===== src/common/sma_pkg.sv =====
package sma_pkg;

	// Sample and window limits
	localparam int DATA_W   = 32;
	localparam int SEL_W    = 4;
	localparam int MAX_LOG2 = 8;                 // Largest window is 2**8 samples

	// History storage
	localparam int DEPTH    = 1 << MAX_LOG2;
	localparam int ADDR_W   = $clog2(DEPTH);

	// Sum of DEPTH samples needs MAX_LOG2 guard bits
	localparam int SUM_W    = DATA_W + MAX_LOG2;

	typedef logic signed [DATA_W-1:0] sample_t;  // One input sample
	typedef logic signed [SUM_W-1:0]  sum_t;     // Running window sum
	typedef logic        [ADDR_W-1:0] addr_t;    // History slot index
	typedef logic        [SEL_W-1:0]  log2_t;    // Window exponent

endpackage


===== src/design/window_ctrl.sv =====
`timescale 1ns/1ps

module window_ctrl (
	input  logic                      i_clk,
	input  logic                      i_rst_n,
	input  logic [sma_pkg::SEL_W-1:0] i_window_sel,
	output sma_pkg::log2_t            o_log2,
	output logic                      o_clear
);

	logic [sma_pkg::SEL_W-1:0] sel_q;
	sma_pkg::log2_t            sel_clamped;
	logic                      sel_change;

	// Input select is sampled every edge
	always_ff @(posedge i_clk or negedge i_rst_n) begin
		if (!i_rst_n) begin
			sel_q <= '0;
		end else begin
			sel_q <= i_window_sel;
		end
	end

	always_comb begin
		if (sel_q > sma_pkg::MAX_LOG2) begin
			sel_clamped = sma_pkg::log2_t'(sma_pkg::MAX_LOG2);  // 9..15 act as 8
		end else begin
			sel_clamped = sel_q;
		end
	end

	assign sel_change = (sel_clamped != o_log2);

	// Apply the new exponent and flag the datapath to restart its history
	always_ff @(posedge i_clk or negedge i_rst_n) begin
		if (!i_rst_n) begin
			o_log2  <= '0;       // Window of one
			o_clear <= 1'b0;
		end else begin
			o_clear <= sel_change;
			if (sel_change) begin
				o_log2 <= sel_clamped;
			end
		end
	end

endmodule


===== config.mk =====
export PLATFORM = sky130hd
export DESIGN_NAME = window_ctrl
export DESIGN_NICKNAME = d
export VERILOG_FILES = /design/src/common/sma_pkg.sv /design/src/design/window_ctrl.sv
export SDC_FILE = /design/constraint.sdc
export NUM_CORES = 1
export LEC_CHECK = 0
export BUFFER_PORTS_ARGS = -buffer_cell sky130_fd_sc_hd__buf_4
export CORE_AREA = 4 4 41 43
export CTS_BUF_LIST = sky130_fd_sc_hd__clkbuf_2
export CTS_CLUSTER_DIAMETER = 100
export DETAILED_ROUTE_END_ITERATION = 16
export DIE_AREA = 0 0 45 47
export PLACE_DENSITY = 0.55
export SKIP_LAST_GASP = 1
export SLEW_MARGIN = 20
export SYNTH_ARGS = -nofsm -noshare
export SYNTH_HDL_FRONTEND = slang
export SYNTH_SLANG_ARGS = --single-unit

===== constraint.sdc =====
create_clock -name i_clk -period 2.3 [get_ports i_clk]
set_input_delay 0.345 -clock i_clk [delete_from_list [all_inputs] [get_ports i_clk]]
set_output_delay 0.345 -clock i_clk [all_outputs]
set_load 0.01 [all_outputs]

### Yosys cells after proc, flatten, opt, wreduce, memory -nomap -nowiden

Cells that the tools add are included.

| storage, ports and cells | value |
|---|---|
| register bits | 9 |
| input bits | 6 |
| output and inout bits | 5 |
| word-level logic and storage cells | 6 |

| operators by class | value |
|---|---|
| $lt $le $gt $ge | 1 |
| eq/ne operators | 1 |
| multiplexer cells | 1 |

Operators with widths:

| operator | number |
|---|---|
| > comparator 4 bit, second input constant | 1 |
| 2-to-1 mux 4 bit | 1 |
| != test 4 bit | 1 |

### Logic depth before layout (Yosys ltp)

Gate-level depths: netlist of the first run.

| logic depth | value |
|---|---|
| word-level depth | 3 |
| depth in mapped cells | 3 |
| gate-level depth less buffers | 3 |

### Worst setup path after synthesis of the first run

Ideal clock, no wire load.

| timing path | value |
|---|---|
| path type | reg2reg |
| start point | register o_log2[1] |
| end point | register o_clear |
| library setup time | 129 ps |
| data arrival time | 823 ps |
| required time | 2171 ps |
| path slack | 1348 ps |
| cell stages (with the launch flop) | 4 |
| buffers on the path | 0 |
| period minus slack after synthesis | 952 ps |
| cell sequence | dfrtp_1 > xor2_1 > o31ai_1 > nand3_1 |

| on the way | value |
|---|---|
| longest elaborated chain between the ends | 1 |

Ends and longest elaborated chain:

| element | line | text |
|---|---|---|
| start, declared | window_ctrl.sv:7 | `output sma_pkg::log2_t o_log2,` |
| start signal, assigned | window_ctrl.sv:42 | `o_log2 <= sel_clamped;` |
| != test 4 bit | window_ctrl.sv:32 | `assign sel_change = (sel_clamped != o_log2);` |
| via sel_change | window_ctrl.sv:13 | `logic sel_change;` |
| end signal, assigned | window_ctrl.sv:40 | `o_clear <= sel_change;` |
| end, declared | window_ctrl.sv:8 | `output logic o_clear` |

The timed path passes the listed nets, and every way through them passes these cells.
A chain may end at the register's enable or synchronous reset.

### Worst setup path in the final report of the first run

| timing path | value |
|---|---|
| start point | register o_log2[1] |
| end point | output o_log2[1] |

No word-level cell between the ends.

==> results.cfg, run 1 <==
[layout]
drive_above_1_share_pct = 51.5
insertedDiodeCount = 0
fillers = 139
area_growth_syn_to_layout_pct = 39.8
nets = 40

[worst_setup_path]
worstSetupEndpointType = output port
slowest_stage = dfrtp_1
cp_max_fo = 3
critPathMaxStageDelay_ns = 0.40
cp.arrival_ns = 0.78
path_delay_family = flip-flops
critPathRequiredTime_ns = 1.96
critPathLaunchType = flip-flop
crit_type = reg -> out
path_cells = buf_4
worst-path-buf-inv = 1

[global_routing]
grt_pass1_wl_um = 793
antenna_found_initial = 0
overflow = 0
grt_pass1_vias = 220
grt_max_degree = 10
grt_usage_pct = 6.00

[synth]
yosys.area_share.simple_pct = 12.9
synthMuxAreaShare_pct = 0
synth_cells = 19
avgSynthCellArea_um2 = 15.9
ys_seq_area_share_pct = 74.7
synth_seq_cells = 9
synth_fa_ha_area_share_pct = 0
yosysUniqueCellTypes = 9
yosysWarnings = 0
synthXorXnorAreaFrac_pct = 8.71
synth_top_family_by_area = simple AND/OR/NAND/NOR gates
synthesis.nets = 25
synth_area_um2 = 302
synth_compound_area_share_pct = 2.49

[placement]
pre_cts_slack_ns = 1.33
gp_routability_congestion = 0.635
portBuffers = 10

[clock_tree]
clock_path_buffers = 2
cts-root-buf = clkbuf_2
cts_resized = 0
cts_buffers = 3
clock_latency_ns = 0.23
path_clk_slew_ns = 0.08
cts_tree = yes
ctsHtreeMaxLevel = 1
numClockSinks = 9
hold_buffers = 1
postCtsSetupBuffers = 0

[detailed_routing]
ant_nets = 0
drt-vias-per-instance = 3.92
wl_per_cell_um = 9.44
routed_wl_um = 453
dr.pass1.iters = 2
vias = 188
drc = 0
drt-initial-drc-count = 1

[timing]
finalHoldViolCount = 0
slew_headroom_pct = 85.9
finalSetupTns_ns = 0
period_needed_ns = 1.13
fin_skew_ns = 0.00607
finalWorstSetupSlack_ns = 1.17
setup_viol = 0
fin_crit_sh_pct = 49.0
maxSlewViolCount = 0
grt_setup_unrepaired = false
tightest_slew_ns = 0.210
fmax_mhz = 887

[floorplan]
core_mm2 = 0.00130
ios = 11
start_util_pct = 23.2
design.die.area_mm2 = 0.00212
die_y_um = 47
num_rows = 13
dieWidth_um = 45

[power_and_ir_drop]
power.leakage_nw = 0.199
ir_worst_vdd_mv = 0.289
p_per_area_mw_per_mm2 = 705

[outcome]
status = complete, no violations

[flow_run]
max-cap-violations = 0

[min_path]
min_path_type = in -> reg
[layer usage]
metal,global-route usage [%],routed length [um]
met5,0,0
met4,7.02,0
met3,4.98,40
met2,9.32,273
met1,4.01,140
[placed cells by master, fill, tap and decap left out, types with 2 or more instances in the layout]
cell | netlist | layout
xnor2_1 | 2 | 2
nor2b_2 | 2 | 2
clkbuf_2 | 0 | 4
dfrtp_1 | 9 | 9
buf_4 | 0 | 10
[area by class of cell]
class                      instances  area (um2)  share of cell area [%]
sequential                         9         225                    53.4
timing repair buffer              11        85.1                    20.2
multi-input combinational          9        72.6                    17.2
tap                               15        18.8                    4.45
clock buffer                       4        20.0                    4.75
[worst paths after layout]
| kind | start | to | slack (ns) | cells after the start |
|---|---|---|---|---|
| max in group asynchronous | i_rst_n | o_log2[3] | 1.71 | 2 |
| max | o_log2[1] | o_log2[1] | 1.17 | 1 |
| min reg2reg | sel_q[3] | o_log2[3] | 0.50 | 0 |
| min | i_window_sel[2] | sel_q[2] | 0.21 | 1 |
| max reg2reg | sel_q[1] | o_clear | 1.34 | 3 |
| min in group asynchronous | i_rst_n | sel_q[2] | 0.46 | 2 |
[kinds of logic (layout without fill, tap and decap cells)]
family	after synthesis	in the layout
AOI/OAI and AO/OA	1	1
DFF	9	9
and+or+nand+nor	5	5
xor gates and xnor gates	3	3
buffers and inverters	1	15
[power breakdown]
group	total, mW	switching [mW]	internal, mW
registers	0.172	0.00528	0.166
clock network	0.0950	0.0487	0.0462
logic	0.0305	0.0118	0.0187
[synth_stat cells, drive strengths merged]
cell type,instances,area share (%)
and2b,1,2.9
clkbuf,1,1.2
dfrtp,9,75
nand3,1,1.7
nand3b,1,2.5
nor2b,2,5.8
o31ai,1,2.5
xnor2,2,5.8
xor2,1,2.9
[registers in the layout, indices dropped and copies added, names as in the netlist]
signal,count
o_clear,1
o_log2,4
sel_q,4
[per-stage QoR]
stage               hold slack (ns)  total power [mW]  util (%)  cell area (um2)  instances
floorplan                    0.0494             0.187         -              302         19
global placement              0.168             0.204      30.1              392         43
detailed placement            0.172             0.205      30.1              392         43
CTS                           0.197             0.305      32.4              422         48
global route                  0.180             0.317      32.4              422         48
finish                        0.212             0.297      32.4              422         48
Note: power is estimated with default switching activity, not from simulation.
==> run 2: changes to the inputs <==
--- a/config.mk
+++ b/config.mk
@@ -11,7 +11,7 @@
 export CTS_CLUSTER_DIAMETER = 100
 export DETAILED_ROUTE_END_ITERATION = 16
 export DIE_AREA = 0 0 45 47
-export PLACE_DENSITY = 0.55
+export PLACE_DENSITY = 0.56
 export SKIP_LAST_GASP = 1
 export SLEW_MARGIN = 20
 export SYNTH_ARGS = -nofsm -noshare
==> constraint.sdc (replaced) <==
create_clock -name i_clk -period 1 [get_ports i_clk]
set_input_delay 0.15 -clock i_clk [delete_from_list [all_inputs] [get_ports i_clk]]
set_output_delay 0.15 -clock i_clk [all_outputs]
set_load 0.01 [all_outputs]
==> run 2 against run 1 <==
Core utilization rose by 3.1 points. Clock power rose by 130%. Non-clock buffer count rose by 4. First-iteration DRC count did not move. Largest power group unchanged.
==> results.cfg, run 2 (same netlist as run 1, synthesis figures left out) <==
[outcome]
status = complete, no violations

[detailed_routing]
ant_nets = 0
routed_wl_um = 548
drc = 0
wl_per_cell_um = 10.5
drt-vias-per-instance = 4.02
drt-initial-drc-count = 1
dr.pass1.iters = 2
vias = 209

[worst_setup_path]
cp.arrival_ns = 1.10
crit_type = reg -> reg
critPathLaunchType = flip-flop
worstSetupEndpointType = flip-flop
cp_max_fo = 2
critPathRequiredTime_ns = 1.12
crit_start = sel_q[1]
r2r_slack_ns = 0.02
r2r_start = sel_q[1]

[layout]
post-route-util_pct = 35.5
final_cell_mix = 10 x buf_4, 9 x dfrtp_1, 5 x dlygate4sd3_1
nets = 44
top_regs = o_log2: 4 flops, sel_q: 4 flops, o_clear: 1 flops
insertedDiodeCount = 0
final_common_cell = buf_4
drive_above_1_share_pct = 45.9
fin_cells = 52
area_growth_syn_to_layout_pct = 53.1

[power_and_ir_drop]
p_seq_share_pct = 56.5
p_sw_share_pct = 22.6
p_per_area_mw_per_mm2 = 1520
power.leakage_nw = 0.216
netSwitchingPower_mw = 0.158
p_int_mw = 0.542
ir_worst_vdd_mv = 0.526
power_mw = 0.700
p_clk_share_pct = 31.6
p_comb_share_pct = 11.9

[floorplan]
start_util_pct = 23.2
die_y_um = 47
core_mm2 = 0.00130
ios = 11
design.die.area_mm2 = 0.00212
num_rows = 13
dieWidth_um = 45

[global_routing]
grt_max_degree = 10
overflow = 0
grt_pass1_wl_um = 979
grt_pass1_vias = 247
antenna_found_initial = 0
grt_usage_pct = 7.11

[clock_tree]
numClockSinks = 9
path_clk_slew_ns = 0.08
cts-root-buf = clkbuf_2
clock_path_buffers = 2
clock_latency_ns = 0.23
ctsHtreeMaxLevel = 1
cts_buffers = 3
postCtsSetupBuffers = 0
cts_tree = yes

[timing]
fin_skew_ns = 0.000850
slew_headroom_pct = 86.2
period_needed_ns = 0.977
fin_crit_sh_pct = 97.7
setup_viol = 0
finalWorstSetupSlack_ns = 0.0225
tightest_slew_ns = 0.206
grt_setup_unrepaired = true
finalSetupTns_ns = 0
finalHoldViolCount = 0
maxSlewViolCount = 0
fmax_mhz = 1020

[min_path]
min_path_type = in -> async

[placement]
dp_hpwl_um = 406
portBuffers = 10
dp.cells = 43
pre_cts_slack_ns = 0.0244
gp_routability_congestion = 0.663

[flow_run]
max-cap-violations = 0
## run 2: power groups by stage
| stage | registers [mW] | clock network [mW] | logic, mW |
|---|---|---|---|
| 2_1_floorplan | 0.407 | 0 | 0.0225 |
| 5_1_grt | 0.399 | 0.264 | 0.0919 |
| 3_5_place_dp | 0.404 | 0 | 0.0694 |
| 4_1_cts | 0.396 | 0.239 | 0.0854 |
| 6_report | 0.396 | 0.222 | 0.0831 |
| 3_3_place_gp | 0.402 | 0 | 0.0672 |
## run 2: worst paths after layout
kind	endpoint	cells past startpoint
max in group asynchronous	sel_q[1]	2
max reg2reg	o_clear	3
min in group i_clk	o_log2[0]	1
min	o_log2[0]	2
min reg2reg	o_log2[0]	1
max	o_clear	3
## run 2: layer usage
layer,global-route usage [%],vias to the layer above,share of wire [%]
li1,-,95,-
met1,6.59,99,38
met2,10.5,11,45
met3,3.45,4,12
met4,8.77,0,4.0
met5,0,-,0
## run 2: layout make-up
class | instances | area (um2)
Sequential cell | 9 | 225
Clock buffer | 4 | 20.0
Tap cell | 15 | 18.8
Multi-Input combinational cell | 9 | 72.6
Timing Repair Buffer | 15 | 125
Fill cell | 148 | 840
## run 2: critical path, stage by stage (launching register included)
cell and delay [ns]:
dfrtp_1 0.39, xor2_1 0.16, o31ai_1 0.20, nand3_1 0.10
## run 2: stage by stage
stage	hold WS [ns]	area, um2
6_report	0.275	462
5_1_grt	0.247	462
4_1_cts	0.262	462
3_5_place_dp	-0.0214	392
3_3_place_gp	-0.0261	392
2_1_floorplan	-0.146	302
## run 2: timing repair
item	CTS	global route
gates resized for setup	0	0
hold buffers	5	0
endpoints found under the hold margin	13	0
setup endpoints to repair	0	2
==> run 3: changes to the inputs <==
--- a/config.mk
+++ b/config.mk
@@ -5,13 +5,13 @@
 export SDC_FILE = /design/constraint.sdc
 export NUM_CORES = 1
 export LEC_CHECK = 0
-export BUFFER_PORTS_ARGS = -buffer_cell sky130_fd_sc_hd__buf_4
 export CORE_AREA = 4 4 41 43
 export CTS_BUF_LIST = sky130_fd_sc_hd__clkbuf_2
 export CTS_CLUSTER_DIAMETER = 100
 export DETAILED_ROUTE_END_ITERATION = 16
 export DIE_AREA = 0 0 45 47
-export PLACE_DENSITY = 0.56
+export DONT_BUFFER_PORTS = 1
+export PLACE_DENSITY = 0.49
 export SKIP_LAST_GASP = 1
 export SLEW_MARGIN = 20
 export SYNTH_ARGS = -nofsm -noshare
==> run 3 against run 2 <==
Fmax shrank 1.2%. Core utilization shrank 4.3 points. First-iteration DRC count rose to 4.0 times the previous value.
==> results.cfg, run 3 (same netlist as run 1, synthesis figures left out) <==
[worst_setup_path]
r2r_slack_ns = 0.01
cp.arrival_ns = 1.13
cp_max_fo = 3
critPathRequiredTime_ns = 1.14
slowest_stage = dfrtp_1
critPathMaxStageDelay_ns = 0.41
path_cells = xor2_1 -> o31ai_1 -> nand3_1
r2r_start = o_log2[1]
reg2regPathDepth = 3
crit_start = o_log2[1]
r2r-end = o_clear
critPathCapture = o_clear
crit_type = reg -> reg
critPathLaunchType = flip-flop
worstSetupEndpointType = flip-flop

[timing]
period_needed_ns = 0.989
slew_headroom_pct = 73.6
finalWorstSetupSlack_ns = 0.0106
fin_skew_ns = 0.00970
grt_setup_unrepaired = true
tightest_slew_ns = 0.394
maxSlewViolCount = 0
whs_ns = 0.247
fin_crit_sh_pct = 98.9
finalHoldViolCount = 0
setup_viol = 0
fmax_mhz = 1010
finalSetupTns_ns = 0

[layout]
final_common_cell = dfrtp_1
top_regs = o_log2: 4 flops, sel_q: 4 flops, o_clear: 1 flops
nets = 36
final_cell_mix = 9 x dfrtp_1, 5 x dlygate4sd3_1, 4 x clkbuf_2
insertedDiodeCount = 0
post-route-util_pct = 31.2
area_growth_syn_to_layout_pct = 34.4
fin_area_um2 = 405
drive_above_1_share_pct = 31.0
fin_cells = 44

[floorplan]
core_mm2 = 0.00130
design.die.area_mm2 = 0.00212
start_util_pct = 23.2
dieWidth_um = 45
ios = 11
die_y_um = 47
num_rows = 13

[global_routing]
grt_pass1_vias = 190
overflow = 0
grt_max_degree = 10
antenna_found_initial = 0
grt_usage_pct = 6.87
grt_pass1_wl_um = 883

[clock_tree]
numClockSinks = 9
cts_tree = yes
path_clk_slew_ns = 0.09
clock_latency_ns = 0.25
cts_buffers = 3
ctsHtreeMaxLevel = 1
cts-root-buf = clkbuf_2
clock_path_buffers = 2

[detailed_routing]
dr.pass1.iters = 4
wl_per_cell_um = 12.0
drt-vias-per-instance = 4.07
drc = 0
routed_wl_um = 530
vias = 179
ant_nets = 0
drt-initial-drc-count = 4

[power_and_ir_drop]
p_per_area_mw_per_mm2 = 1700
power.leakage_nw = 0.179
ir_worst_vdd_mv = 0.674
power_mw = 0.687

[placement]
gp_routability_congestion = 0.606
dp.cells = 35
pre_cts_slack_ns = -0.00354
dpl_cell_area_um2 = 332
portBuffers = 0

[outcome]
status = complete, no violations

[min_path]
min_path_type = in -> async

[flow_run]
max-cap-violations = 0
[run 3: cell count changes in the layout (fill, tap and decap cells not counted)]
cell / change
buf_4: -9
buf_6: +1
[run 3: per-layer routing]
layer	global-route usage, %	routed length, um
met4	5.26	11
met2	9.89	251
met5	0	0
met3	6.51	95
met1	5.88	171
[run 3: how the worst min path moves through the flow]
stage	from	endpoint	slack (ns)
floorplan	i_rst_n	o_clear	-0.15
global placement	i_rst_n	o_log2[0]	-0.15
detailed placement	i_rst_n	o_clear	-0.15
CTS	i_rst_n	o_clear	0.25
global route	i_rst_n	o_clear	0.26
finish	i_rst_n	o_clear	0.25
[run 3: worst max-delay path: cells and delay by family, from the launching register on]
kind             cells  cell delay [ns]
flip-flops           1             0.41
AO/OA/AOI/OAI        1             0.22
XOR/XNOR             1             0.15
AND/OR/NAND/NOR      1             0.11
[run 3: cell type report]
type                       count  area (um2)
multi-input combinational      9        72.6
tap                           15        18.8
clock buffer                   4        20.0
fill                         138         896
sequential                     9         225
timing repair buffer           7        68.8
[run 3: timing repair]
item                                    in CTS  in global routing
hold buffers                                 5                  0
setup buffers                                0                  0
endpoints found under the setup margin       1                  3
gates resized for setup                      0                  1
endpoints found under the hold margin       13                  0
[run 3: power breakdown]
| group | leakage, nW | internal (mW) | switching [mW] |
|---|---|---|---|
| sequential | 0.106 | 0.383 | 0.0182 |
| clock | 0.0166 | 0.106 | 0.125 |
| combinational | 0.0558 | 0.0342 | 0.0210 |
| total | 0.179 | 0.523 | 0.164 |
