**config.mk**
```make
export PLATFORM = sky130hd
export DESIGN_NAME = sma_datapath_flat
export DESIGN_NICKNAME = d
export VERILOG_FILES = /design/src/common/sma_pkg.sv /design/src/common/sma_hist_if.sv /design/src/sma_core/sma_datapath.sv /design/src/flat_wrapper.sv
export SDC_FILE = /design/constraint.sdc
export NUM_CORES = 1
export LEC_CHECK = 0
export BUFFER_PORTS_ARGS = -buffer_cell sky130_fd_sc_hd__buf_2
export CAP_MARGIN = 40
export CORE_ASPECT_RATIO = 1.2
export CORE_UTILIZATION = 57
export DETAILED_ROUTE_END_ITERATION = 10
export HOLD_SLACK_MARGIN = 0.15
export PLACE_DENSITY = 0.87
export SYNTH_ARGS = -nofsm -noshare
export SYNTH_HDL_FRONTEND = slang
export SYNTH_SLANG_ARGS = --single-unit
```
**constraint.sdc**
```tcl
create_clock -name i_clk -period 9.9 [get_ports i_clk]
set_input_delay 0.99 -clock i_clk [delete_from_list [all_inputs] [get_ports i_clk]]
set_output_delay 0.99 -clock i_clk [all_outputs]
set_load 0.01 [all_outputs]
```
**src/common/sma_pkg.sv**
```systemverilog
package sma_pkg;

	// Sample and window limits
	localparam int DATA_W   = 32;
	localparam int SEL_W    = 4;
	localparam int MAX_LOG2 = 8;                 // Largest window is 2**8 samples

	// History storage
	localparam int DEPTH    = 1 << MAX_LOG2;
	localparam int ADDR_W   = $clog2(DEPTH);

	// Sum of DEPTH samples needs MAX_LOG2 guard bits
	localparam int SUM_W    = DATA_W + MAX_LOG2;

	typedef logic signed [DATA_W-1:0] sample_t;  // One input sample
	typedef logic signed [SUM_W-1:0]  sum_t;     // Running window sum
	typedef logic        [ADDR_W-1:0] addr_t;    // History slot index
	typedef logic        [SEL_W-1:0]  log2_t;    // Window exponent

endpackage

```
**src/common/sma_hist_if.sv**
```systemverilog
`timescale 1ns/1ps

interface sma_hist_if;

	logic             wr_en;     // Retiring sample goes to its slot
	sma_pkg::addr_t   wr_addr;
	sma_pkg::sample_t wr_data;
	sma_pkg::addr_t   rd_addr;   // Slot of the sample entering stage 1
	sma_pkg::sample_t rd_data;   // Registered, one edge after rd_addr

	modport core (
		output wr_en,
		output wr_addr,
		output wr_data,
		output rd_addr,
		input  rd_data
	);

	modport mem (
		input  wr_en,
		input  wr_addr,
		input  wr_data,
		input  rd_addr,
		output rd_data
	);

endinterface

```
**src/sma_core/sma_datapath.sv**
```systemverilog
`timescale 1ns/1ps

module sma_datapath (
	input  logic             i_clk,
	input  logic             i_rst_n,
	input  logic             i_update_strobe,
	input  sma_pkg::sample_t i_data,
	input  sma_pkg::log2_t   i_log2,
	input  logic             i_clear,
	sma_hist_if.core         hist,
	output sma_pkg::sample_t o_data,
	output logic             o_valid
);

	// Window geometry
	logic [sma_pkg::ADDR_W:0] win_len;       // N, up to DEPTH
	sma_pkg::addr_t           slot_mask;     // N - 1

	// History bookkeeping
	sma_pkg::addr_t           wr_ptr;
	logic [sma_pkg::ADDR_W:0] fill_cnt;      // Slots written since clear, saturates at N
	logic                     slot_full;
	logic                     accept;
	logic                     fwd_hit;

	// Stage 1
	logic                     s1_valid;
	sma_pkg::sample_t         s1_data;
	sma_pkg::addr_t           s1_addr;
	logic                     s1_full;       // Old sample leaves the window
	logic                     s1_fwd;        // Old sample comes from the bypass
	sma_pkg::sample_t         s1_fwd_data;

	// Stage 2
	logic                     retire;
	sma_pkg::sample_t         old_sample;
	sma_pkg::sum_t            sum_q;
	sma_pkg::sum_t            sum_next;

	assign win_len   = {{sma_pkg::ADDR_W{1'b0}}, 1'b1} << i_log2;
	assign slot_mask = sma_pkg::addr_t'(win_len - 1'b1);
	assign slot_full = (fill_cnt == win_len);

	// A strobe in the clear cycle is dropped
	assign accept = i_update_strobe & ~i_clear;
	assign retire = s1_valid & ~i_clear;

	// RAM link
	assign hist.rd_addr = wr_ptr;
	assign hist.wr_en   = retire;
	assign hist.wr_addr = s1_addr;
	assign hist.wr_data = s1_data;

	// Slot read now is being written now, RAM would return stale data
	assign fwd_hit = hist.wr_en && (hist.wr_addr == wr_ptr);

	always_ff @(posedge i_clk or negedge i_rst_n) begin
		if (!i_rst_n) begin
			wr_ptr   <= '0;
			fill_cnt <= '0;
		end else if (i_clear) begin
			wr_ptr   <= '0;
			fill_cnt <= '0;
		end else if (accept) begin
			wr_ptr <= (wr_ptr + 1'b1) & slot_mask;  // Wrap at N
			if (!slot_full) begin
				fill_cnt <= fill_cnt + 1'b1;
			end
		end
	end

	always_ff @(posedge i_clk or negedge i_rst_n) begin
		if (!i_rst_n) begin
			s1_valid <= 1'b0;
		end else begin
			s1_valid <= accept;                      // Clear also empties stage 1
		end
	end

	always_ff @(posedge i_clk) begin
		if (accept) begin
			s1_data     <= i_data;
			s1_addr     <= wr_ptr;
			s1_full     <= slot_full;
			s1_fwd      <= fwd_hit;
			s1_fwd_data <= hist.wr_data;
		end
	end

	assign old_sample = s1_fwd ? s1_fwd_data : hist.rd_data;

	always_comb begin
		sum_next = sum_q + sma_pkg::sum_t'(s1_data);
		if (s1_full) begin
			sum_next = sum_next - sma_pkg::sum_t'(old_sample);
		end
	end

	always_ff @(posedge i_clk or negedge i_rst_n) begin
		if (!i_rst_n) begin
			sum_q <= '0;
		end else if (i_clear) begin
			sum_q <= '0;
		end else if (retire) begin
			sum_q <= sum_next;
		end
	end

	// Floor of the mean, low bits are exact
	always_ff @(posedge i_clk or negedge i_rst_n) begin
		if (!i_rst_n) begin
			o_valid <= 1'b0;
			o_data  <= '0;
		end else begin
			o_valid <= retire;
			if (retire) begin
				o_data <= sma_pkg::sample_t'(sum_next >>> i_log2);
			end
		end
	end

endmodule

```
**src/flat_wrapper.sv**
```systemverilog
// flat-port wrapper written by rule: the top's interface ports become plain ports
module sma_datapath_flat 
  (i_clk, i_rst_n, i_update_strobe, i_data, i_log2, i_clear, o_data, o_valid, hist_wr_en, hist_wr_addr, hist_wr_data, hist_rd_addr, hist_rd_data);
  sma_hist_if hist_i ();
  input  logic i_clk;
  input  logic i_rst_n;
  input  logic i_update_strobe;
  input  sma_pkg::sample_t i_data;
  input  sma_pkg::log2_t i_log2;
  input  logic i_clear;
  output sma_pkg::sample_t o_data;
  output logic o_valid;
  output wire logic [$bits(hist_i.wr_en)-1:0] hist_wr_en;
  output wire logic [$bits(hist_i.wr_addr)-1:0] hist_wr_addr;
  output wire logic [$bits(hist_i.wr_data)-1:0] hist_wr_data;
  output wire logic [$bits(hist_i.rd_addr)-1:0] hist_rd_addr;
  input wire logic [$bits(hist_i.rd_data)-1:0] hist_rd_data;
  assign hist_wr_en = hist_i.wr_en;
  assign hist_wr_addr = hist_i.wr_addr;
  assign hist_wr_data = hist_i.wr_data;
  assign hist_rd_addr = hist_i.rd_addr;
  assign hist_i.rd_data = hist_rd_data;
  sma_datapath u_core (.i_clk(i_clk), .i_rst_n(i_rst_n), .i_update_strobe(i_update_strobe), .i_data(i_data), .i_log2(i_log2), .i_clear(i_clear), .hist(hist_i), .o_data(o_data), .o_valid(o_valid));
endmodule
```
Word level (Yosys, flattened, before mapping)
Index checks and enable logic that the tools add are counted.
Word-level totals
  register bits: 165
  output and inout bits: 82
  logic and storage cells: 38
Cells by class
  add/subtract/negate cells: 5
  equal/unequal tests: 3
  shifts and indexed selects: 2
  mux-type cells: 9
  bitwise gates (word level): 4
  reduce and logical (&&, ||, !) cells: 4
Operators by type and width (number)
  40-bit 2-to-1 mux: 3
  40-bit by 32-bit adder with 40-bit output: 1
  40-bit by 4-bit >>> shifter with 32-bit output: 1
  40-bit by 32-bit subtractor with 40-bit output: 1
  32-bit 2-to-1 mux: 1
  9-bit 2-to-1 mux: 3
  8-bit 2-to-1 mux: 2
  9-bit by 1-bit adder with 9-bit output, second input constant: 1
  9-bit equality test: 1
  1-bit by 4-bit << shifter with 9-bit output, first input constant: 1
  8-bit by 1-bit adder with 8-bit output, second input constant: 1
  8-bit AND: 1
  8-bit equality test: 1
  8-bit by 1-bit subtractor with 8-bit output, second input constant: 1
  2-bit nonzero test: 2
  1-bit AND: 2
  2-bit != test, second input constant: 1
  2-bit AND reduction: 1
  1-bit logical AND: 1
  1-bit inverter: 1

Logic depth before layout (Yosys ltp)
Gate-level depths: netlist of run 1.
  depth after elaboration: 5
  depth in mapped cells: 22

Worst setup path before layout of run 1
No wires, ideal clock.
  path kind: in2reg
  start: input i_clear
  end: register u_core.s1_addr[0] (netlist: u_core.hist.wr_addr[0]), enable pin
  arrival time: 4.657 ns
  setup slack: 4.728 ns
  stages on the path: 3
  cells stage by stage: clkbuf_1 clkbuf_1 nor2b_1
Between the ends
  longest elaborated chain between the ends: 2
Ends and longest elaborated chain
  start, declared: RTL line flat_wrapper.sv:10  | input logic i_clear;
  1-bit inverter: RTL line sma_datapath.sv:45  | assign accept = i_update_strobe & ~i_clear;
  1-bit AND: RTL line sma_datapath.sv:45
  via u_core.accept: RTL line sma_datapath.sv:23  | logic accept;
  end signal, assigned: RTL line sma_datapath.sv:83  | s1_addr <= wr_ptr;
  end, declared: RTL line sma_datapath.sv:29  | sma_pkg::addr_t s1_addr;
The timed path passes the listed nets, and every way through them passes these cells.
A chain may end at the register's enable or synchronous reset.

Worst setup path after layout of run 1
  start: register u_core.s1_data[15] (netlist: u_core.hist.wr_data[15])
  end: register u_core.o_data[25]
Between the ends
  longest elaborated chain between the ends: 4
Ends and longest elaborated chain
  start, declared: RTL line sma_datapath.sv:28  | sma_pkg::sample_t s1_data;
  start signal, assigned: RTL line sma_datapath.sv:82  | s1_data <= i_data;
  40-bit by 32-bit adder with 40-bit output (*): RTL line sma_datapath.sv:93  | sum_next = sum_q + sma_pkg::sum_t'(s1_data);
  40-bit by 32-bit subtractor with 40-bit output: RTL line sma_datapath.sv:95  | sum_next = sum_next - sma_pkg::sum_t'(old_sample);
  40-bit 2-to-1 mux (*): RTL line sma_datapath.sv:94  | if (s1_full) begin
  40-bit by 4-bit >>> shifter with 32-bit output (*): RTL line sma_datapath.sv:117  | o_data <= sma_pkg::sample_t'(sum_next >>> i_log2);
  end signal, assigned: RTL line sma_datapath.sv:117
  end, declared: RTL line sma_datapath.sv:11  | output sma_pkg::sample_t o_data,
Every way passes the cells marked *; elsewhere a longest branch is shown, timed or not.

==> flow_summary.ini, run 1 <==
[cts]
insertion_delay_ps = 450
cts_buffer_depth = 2
cts_setup_buffers = 0
cts_sinks = 165
cts-buffers-inserted = 17
cts_resized = 0
tritoncts = done
cts-root-buf = clkbuf_16
htree_levels = 4
clk_pin_slew_ps = 70
ctsHoldBuffers = 0

[logic_synthesis]
avgSynthCellArea_sq_um = 8.719
ys_seq_area_share_pct = 31.49
synth_edf_count = 74
synth_top_flop_cell = dfrtp_1
syn-cell-area_sq_um = 14290
synth-seq-cells = 165
async_flop_share_pct = 55.15
syn-num-nets = 1794
synthCells = 1639
yosysWarnings = 0
synth.distinct_cells = 91

[power]
power_frac_seq_pct = 26.7
irDropWorstVdd_mv = 0.1304
switching_share_pct = 45.19
finalPower_uw = 3247
clockPowerShare_pct = 19.6
power.leakage_uw = 0.006702
intPower_uw = 1779
p_comb_share_pct = 53.7
switchingPower_uw = 1467
pwr_density_cell_nw_per_um2 = 205.8

[global_routing]
antenna_found_initial = 0
grt_pass1_vias = 13480
overflow = 0
grt_usage_pct = 37.75
grt_pass1_wl_microns = 74920
grt_max_degree = 64

[drt]
routed_wl_microns = 48180
dr.pass1.iters = 7
drc = 0
vias = 14250
ant_nets = 0
post_drt_via_cell_ratio = 6.888
wire_per_inst_microns = 23.30
drtIter0Drc = 1580

[worst_setup_path]
cpPeakStageDelay_ps = 690
path_cells = ha_1, a21oi_1, o21ai_0, a211oi_1, a2111oi_4, nor3_2, xnor2_2, ha_1, nand4_1, nor3_1, nand2_1, a21oi_1, a2bb2oi_1, mux2i_1, nor3_1, xnor2_1, a22oi_1, mux2_2, o221ai_1
startpoint = u_core.hist.wr_data[15]
worstPathRequired_ps = 10250
critPathKind = flip-flop to flip-flop
cp.arrival_ps = 6770
critPathLaunchType = flip-flop
reg2reg_slack_ps = 3480
cp_slowest_cell = a211oi_1
cp-end-kind = flip-flop
r2r-start = u_core.hist.wr_data[15]
cp_max_fo = 11

[timing]
drv_slew = 0
finalSetupViolCount = 0
tns_ps = 0
fin_crit_ps = 6420
rsz0062_at_grt = false
fin_skew_ps = 13.28
relSlewSlack_pct = 38.48
hold_viol = 0
worstMarginPinSlew_ps = 913.2
hold_slack_ps = 464.9
clock.fmax_ghz = 0.1558
min_period_over_period_pct = 64.85

[run_status]
status = completed

[layout]
nets = 1885
layout_commonest_cell = nand2_1
syn_to_final_growth_pct = 10.41
drive_gt1_share_pct = 14.80
diodes = 0
regArea_sq_um = 4501
multiInputGateArea_sq_um = 9285
nFillCells = 2112
layout_common_cells = 160 x nand2_1, 159 x nor2_1, 153 x buf_2, 135 x a21oi_1, 94 x mux2i_1

[die]
dieWidth_microns = 146.5
core-area_sq_um = 24670
io_pins = 154
die_area_sq_um = 25710
die_h_microns = 175.4
start_util_pct = 57.92
rows = 63

[placement]
dp_hpwl_microns = 36360
port_buffers = 153
gp_congestion = 1.080

[min_path]
hold_start = u_core.o_data[12]
hp-class = flip-flop to flip-flop

[job]
maxCapViolCount = 0
==> cell families (layout without fill, tap and decap cells) <==
logic type,after synthesis,count (layout),share of synthesized area (%)
buffers and inverters,134,238,3.590
muxes,126,126,10.50
xor gates and xnor gates,73,73,4.579
DFF,165,165,31.49
adders and majority gates,83,83,7.372
and+or+nand+nor,537,537,17.85
AOI/OAI and AO/OA,521,521,24.62
==> worst max-delay path, delay by kind of cell (launching register included) <==
kind                       cells  cell delay, ps
DFF                            1             420
muxes                          2             530
xor gates and xnor gates       2             680
AOI/OAI and AO/OA              8            2350
and+or+nand+nor                5            1320
adders and majority gates      2            1020
==> state kept, by name, indices dropped and copies added, names as in the netlist <==
name,flops
u_core.hist.wr_data,32
u_core.s1_valid,1
u_core.o_data,32
u_core.fill_cnt,9
u_core.hist.rd_addr,8
u_core.hist.wr_addr,8
u_core.s1_fwd_data,32
u_core.s1_fwd,1
u_core.o_valid,1
u_core.s1_full,1
u_core.sum_q,40
==> power by group through the flow <==
stage / Combinational [uW] / Clock, uW / Sequential [uW]
after floorplan: 1160 / 0 / 886
after global placement: 1660 / 0 / 876
after detailed placement: 1680 / 0 / 879
after CTS: 1690 / 638 / 866
after global routing: 1870 / 663 / 874
final: 1740 / 636 / 868
==> per-stage QoR <==
step	area [sq um]	setup slack [ps]	instances	utilization, %
after CTS	15780	3590	2068	63.95
after detailed placement	15240	3670	2036	61.79
after floorplan	14290	4728	1639	-
after global placement	15220	3584	2034	61.69
after global routing	15780	3132	2068	63.95
final	15780	3480	2068	63.95
==> final cells by class <==
cell class	count	area share, %
multi-input cells	1340	58.85
flip-flops and latches	165	28.53
repair buffers	173	5.884
clock buffers	25	3.085
well taps	325	2.577
inverters	33	0.7851
clock inverters	7	0.2934
==> routing by layer <==
layer / vias to the layer above / track usage (%) / part of all wire [%]
met5: - / 0 / 0
met4: 0 / 20.70 / 5.6
met2: 897 / 61.45 / 46
met1: 6775 / 47.71 / 39
li1: 6414 / - / -
met3: 159 / 6.649 / 9.3
==> path summary, 6_finish.rpt <==
kind                                     end  cells past startpoint
max                        u_core.o_data[25]                     19
min                        u_core.o_data[12]                      2
max reg2reg                u_core.o_data[25]                     19
min reg2reg                u_core.o_data[12]                      2
max in group asynchronous    u_core.s1_valid                      2
min in group asynchronous   u_core.o_data[3]                      1
==> Yosys cell counts (21+ instances only) <==
cell	number	area share, %
xor2_1	29	1.8
o211ai_1	31	1.6
edfxtp_1	74	16
o21ai_0	88	3.1
a21o_1	35	1.8
nor2_1	159	4.2
nand2_1	160	4.2
a211oi_1	62	3.3
o21a_1	21	1.1
xnor2_1	42	2.6
nand4_1	36	1.6
mux2i_1	94	6.6
nor3_1	36	1.3
inv_1	30	0.79
a21oi_1	135	4.7
ha_1	81	7.1
clkbuf_1	79	2.1
dfrtp_1	91	16
nand3_1	42	1.5
Note: power is estimated with default switching activity, not from simulation.
==> run 2, diff against run 1 <==
clock period = 6.35 ns   (was 9.9 ns; I/O delays follow)
==> flow_summary.ini, run 2 (synthesis results as in run 1) <==
[layout]
nets = 1897
largest-register = u_core.sum_q
layout_common_cells = 160 x nand2_1, 159 x nor2_1, 152 x buf_2, 134 x a21oi_1, 94 x mux2i_1
diodes = 0
largest_register_ffs = 40
syn_to_final_growth_pct = 11.24
drive_gt1_share_pct = 15.68
layout_commonest_cell = nand2_1
fin_area_sq_um = 15900
fin_cells = 2079
post-route-util_pct = 64.43

[worst_setup_path]
cp_slowest_cell = a221oi_1
cp-end-kind = flip-flop
r2r-start = u_core.hist.wr_data[0]
crit_family = compound AO/OA/AOI/OAI gates
cpPeakStageDelay_ps = 690
critPathLaunchType = flip-flop
cp_max_fo = 5
path_cells = ha_1, fa_1, a211oi_1, o21ai_4, a41oi_1, a21oi_1, xor2_1, ha_1, a21oi_1, o21ai_0, a221oi_1, mux2i_1, nor3_1, buf_4, mux2i_1, mux4_2, nand2_1, o311ai_1, o21a_1
critPathKind = flip-flop to flip-flop
worstPathRequired_ps = 6680
crit_buf_inv = 1
startpoint = u_core.hist.wr_data[0]
cp.arrival_ps = 6420

[die]
io_pins = 154
die_h_microns = 175.4
start_util_pct = 57.92
rows = 63
die_area_sq_um = 25710
core-area_sq_um = 24670
dieWidth_microns = 146.5

[timing]
tns_ps = 0
fin_crit_ps = 6096
drv_slew = 0
clock.fmax_ghz = 0.1640
hold_viol = 0
relSlewSlack_pct = 40.23
min_period_over_period_pct = 96.00
rsz0062_at_grt = false
finalSetupViolCount = 0
fin_skew_ps = 17.30
worstMarginPinSlew_ps = 895.6

[global_routing]
grt_max_degree = 62
grt_usage_pct = 37.86
grt_pass1_vias = 13400
overflow = 0
grt_pass1_wl_microns = 74950
antenna_found_initial = 0

[placement]
place_area_sq_um = 15320
port_buffers = 153
dp_cells = 2046
dp_hpwl_microns = 36050
gp_congestion = 1.020

[min_path]
hp-class = input port to flip-flop
hold_start = i_data[26]

[drt]
dr.pass1.iters = 6
drtIter0Drc = 1564
post_drt_via_cell_ratio = 6.796
drc = 0
routed_wl_microns = 48100
ant_nets = 0
wire_per_inst_microns = 23.14
vias = 14130

[power]
irDropWorstVdd_mv = 0.1944
pwr_density_cell_nw_per_um2 = 320.1
power.leakage_uw = 0.006770

[cts]
cts_buffer_depth = 2
clk_pin_slew_ps = 80
htree_levels = 4
cts-root-buf = clkbuf_16
insertion_delay_ps = 450
cts_sinks = 165
tritoncts = done
cts-buffers-inserted = 17

[job]
maxCapViolCount = 0

[run_status]
status = completed
[run 2: layer usage]
metal,vias to the layer above,track usage (%),routed length [microns],share of wire [%]
li1,6429,-,-,-
met3,152,6.156,3988,8.3
met4,0,21.83,2892,6.0
met1,6757,47.69,18870,39
met2,790,61.69,22350,46
met5,-,0,0,0
[run 2: cell type report]
class                           count  area [sq um]
Inverter                           33         123.9
Fill cell                        2027          8776
Multi-Input combinational cell   1340          9315
Sequential cell                   165          4501
Timing Repair Buffer              185          1023
Clock inverter                      7         43.79
Tap cell                          325         406.6
Clock buffer                       24         483.0
[run 2: report_power, final]
group	total, uW	leakage [uW]	internal (uW)	switching, uW
Combinational	2750	0.00463	1010	1730
Clock	992	0.000265	533	458
Sequential	1350	0.00188	1250	102
Total	5090	0.00677	2800	2290
[run 2: metrics by stage]
stage	setup WS (ps)	total power [uW]	hold slack [ps]
after floorplan	1250	3193	339.4
after global placement	98.49	3960	448.2
after detailed placement	98.34	3995	454.2
after CTS	91.14	4994	355.1
after global routing	21.96	5356	350.3
final	253.7	5088	362.0
[run 2: worst paths after layout]
kind,end,slack [ps],cells after the start
worst max-delay path,u_core.o_data[5],250,19
worst min-delay path,u_core.hist.wr_data[26],360,1
worst max register to register,u_core.o_data[5],250,19
worst min register to register,u_core.o_data[12],470,2
max in group asynchronous,u_core.s1_valid,4580,4
min in group asynchronous,u_core.sum_q[30],680,2
[run 2: timing repair]
item | in CTS | in global routing
setup buffers | 0 | 1
endpoints found under the hold margin | 9 | 0
setup endpoints to repair | 0 | 12
resized for setup | 0 | 8
hold buffers | 1 | 0
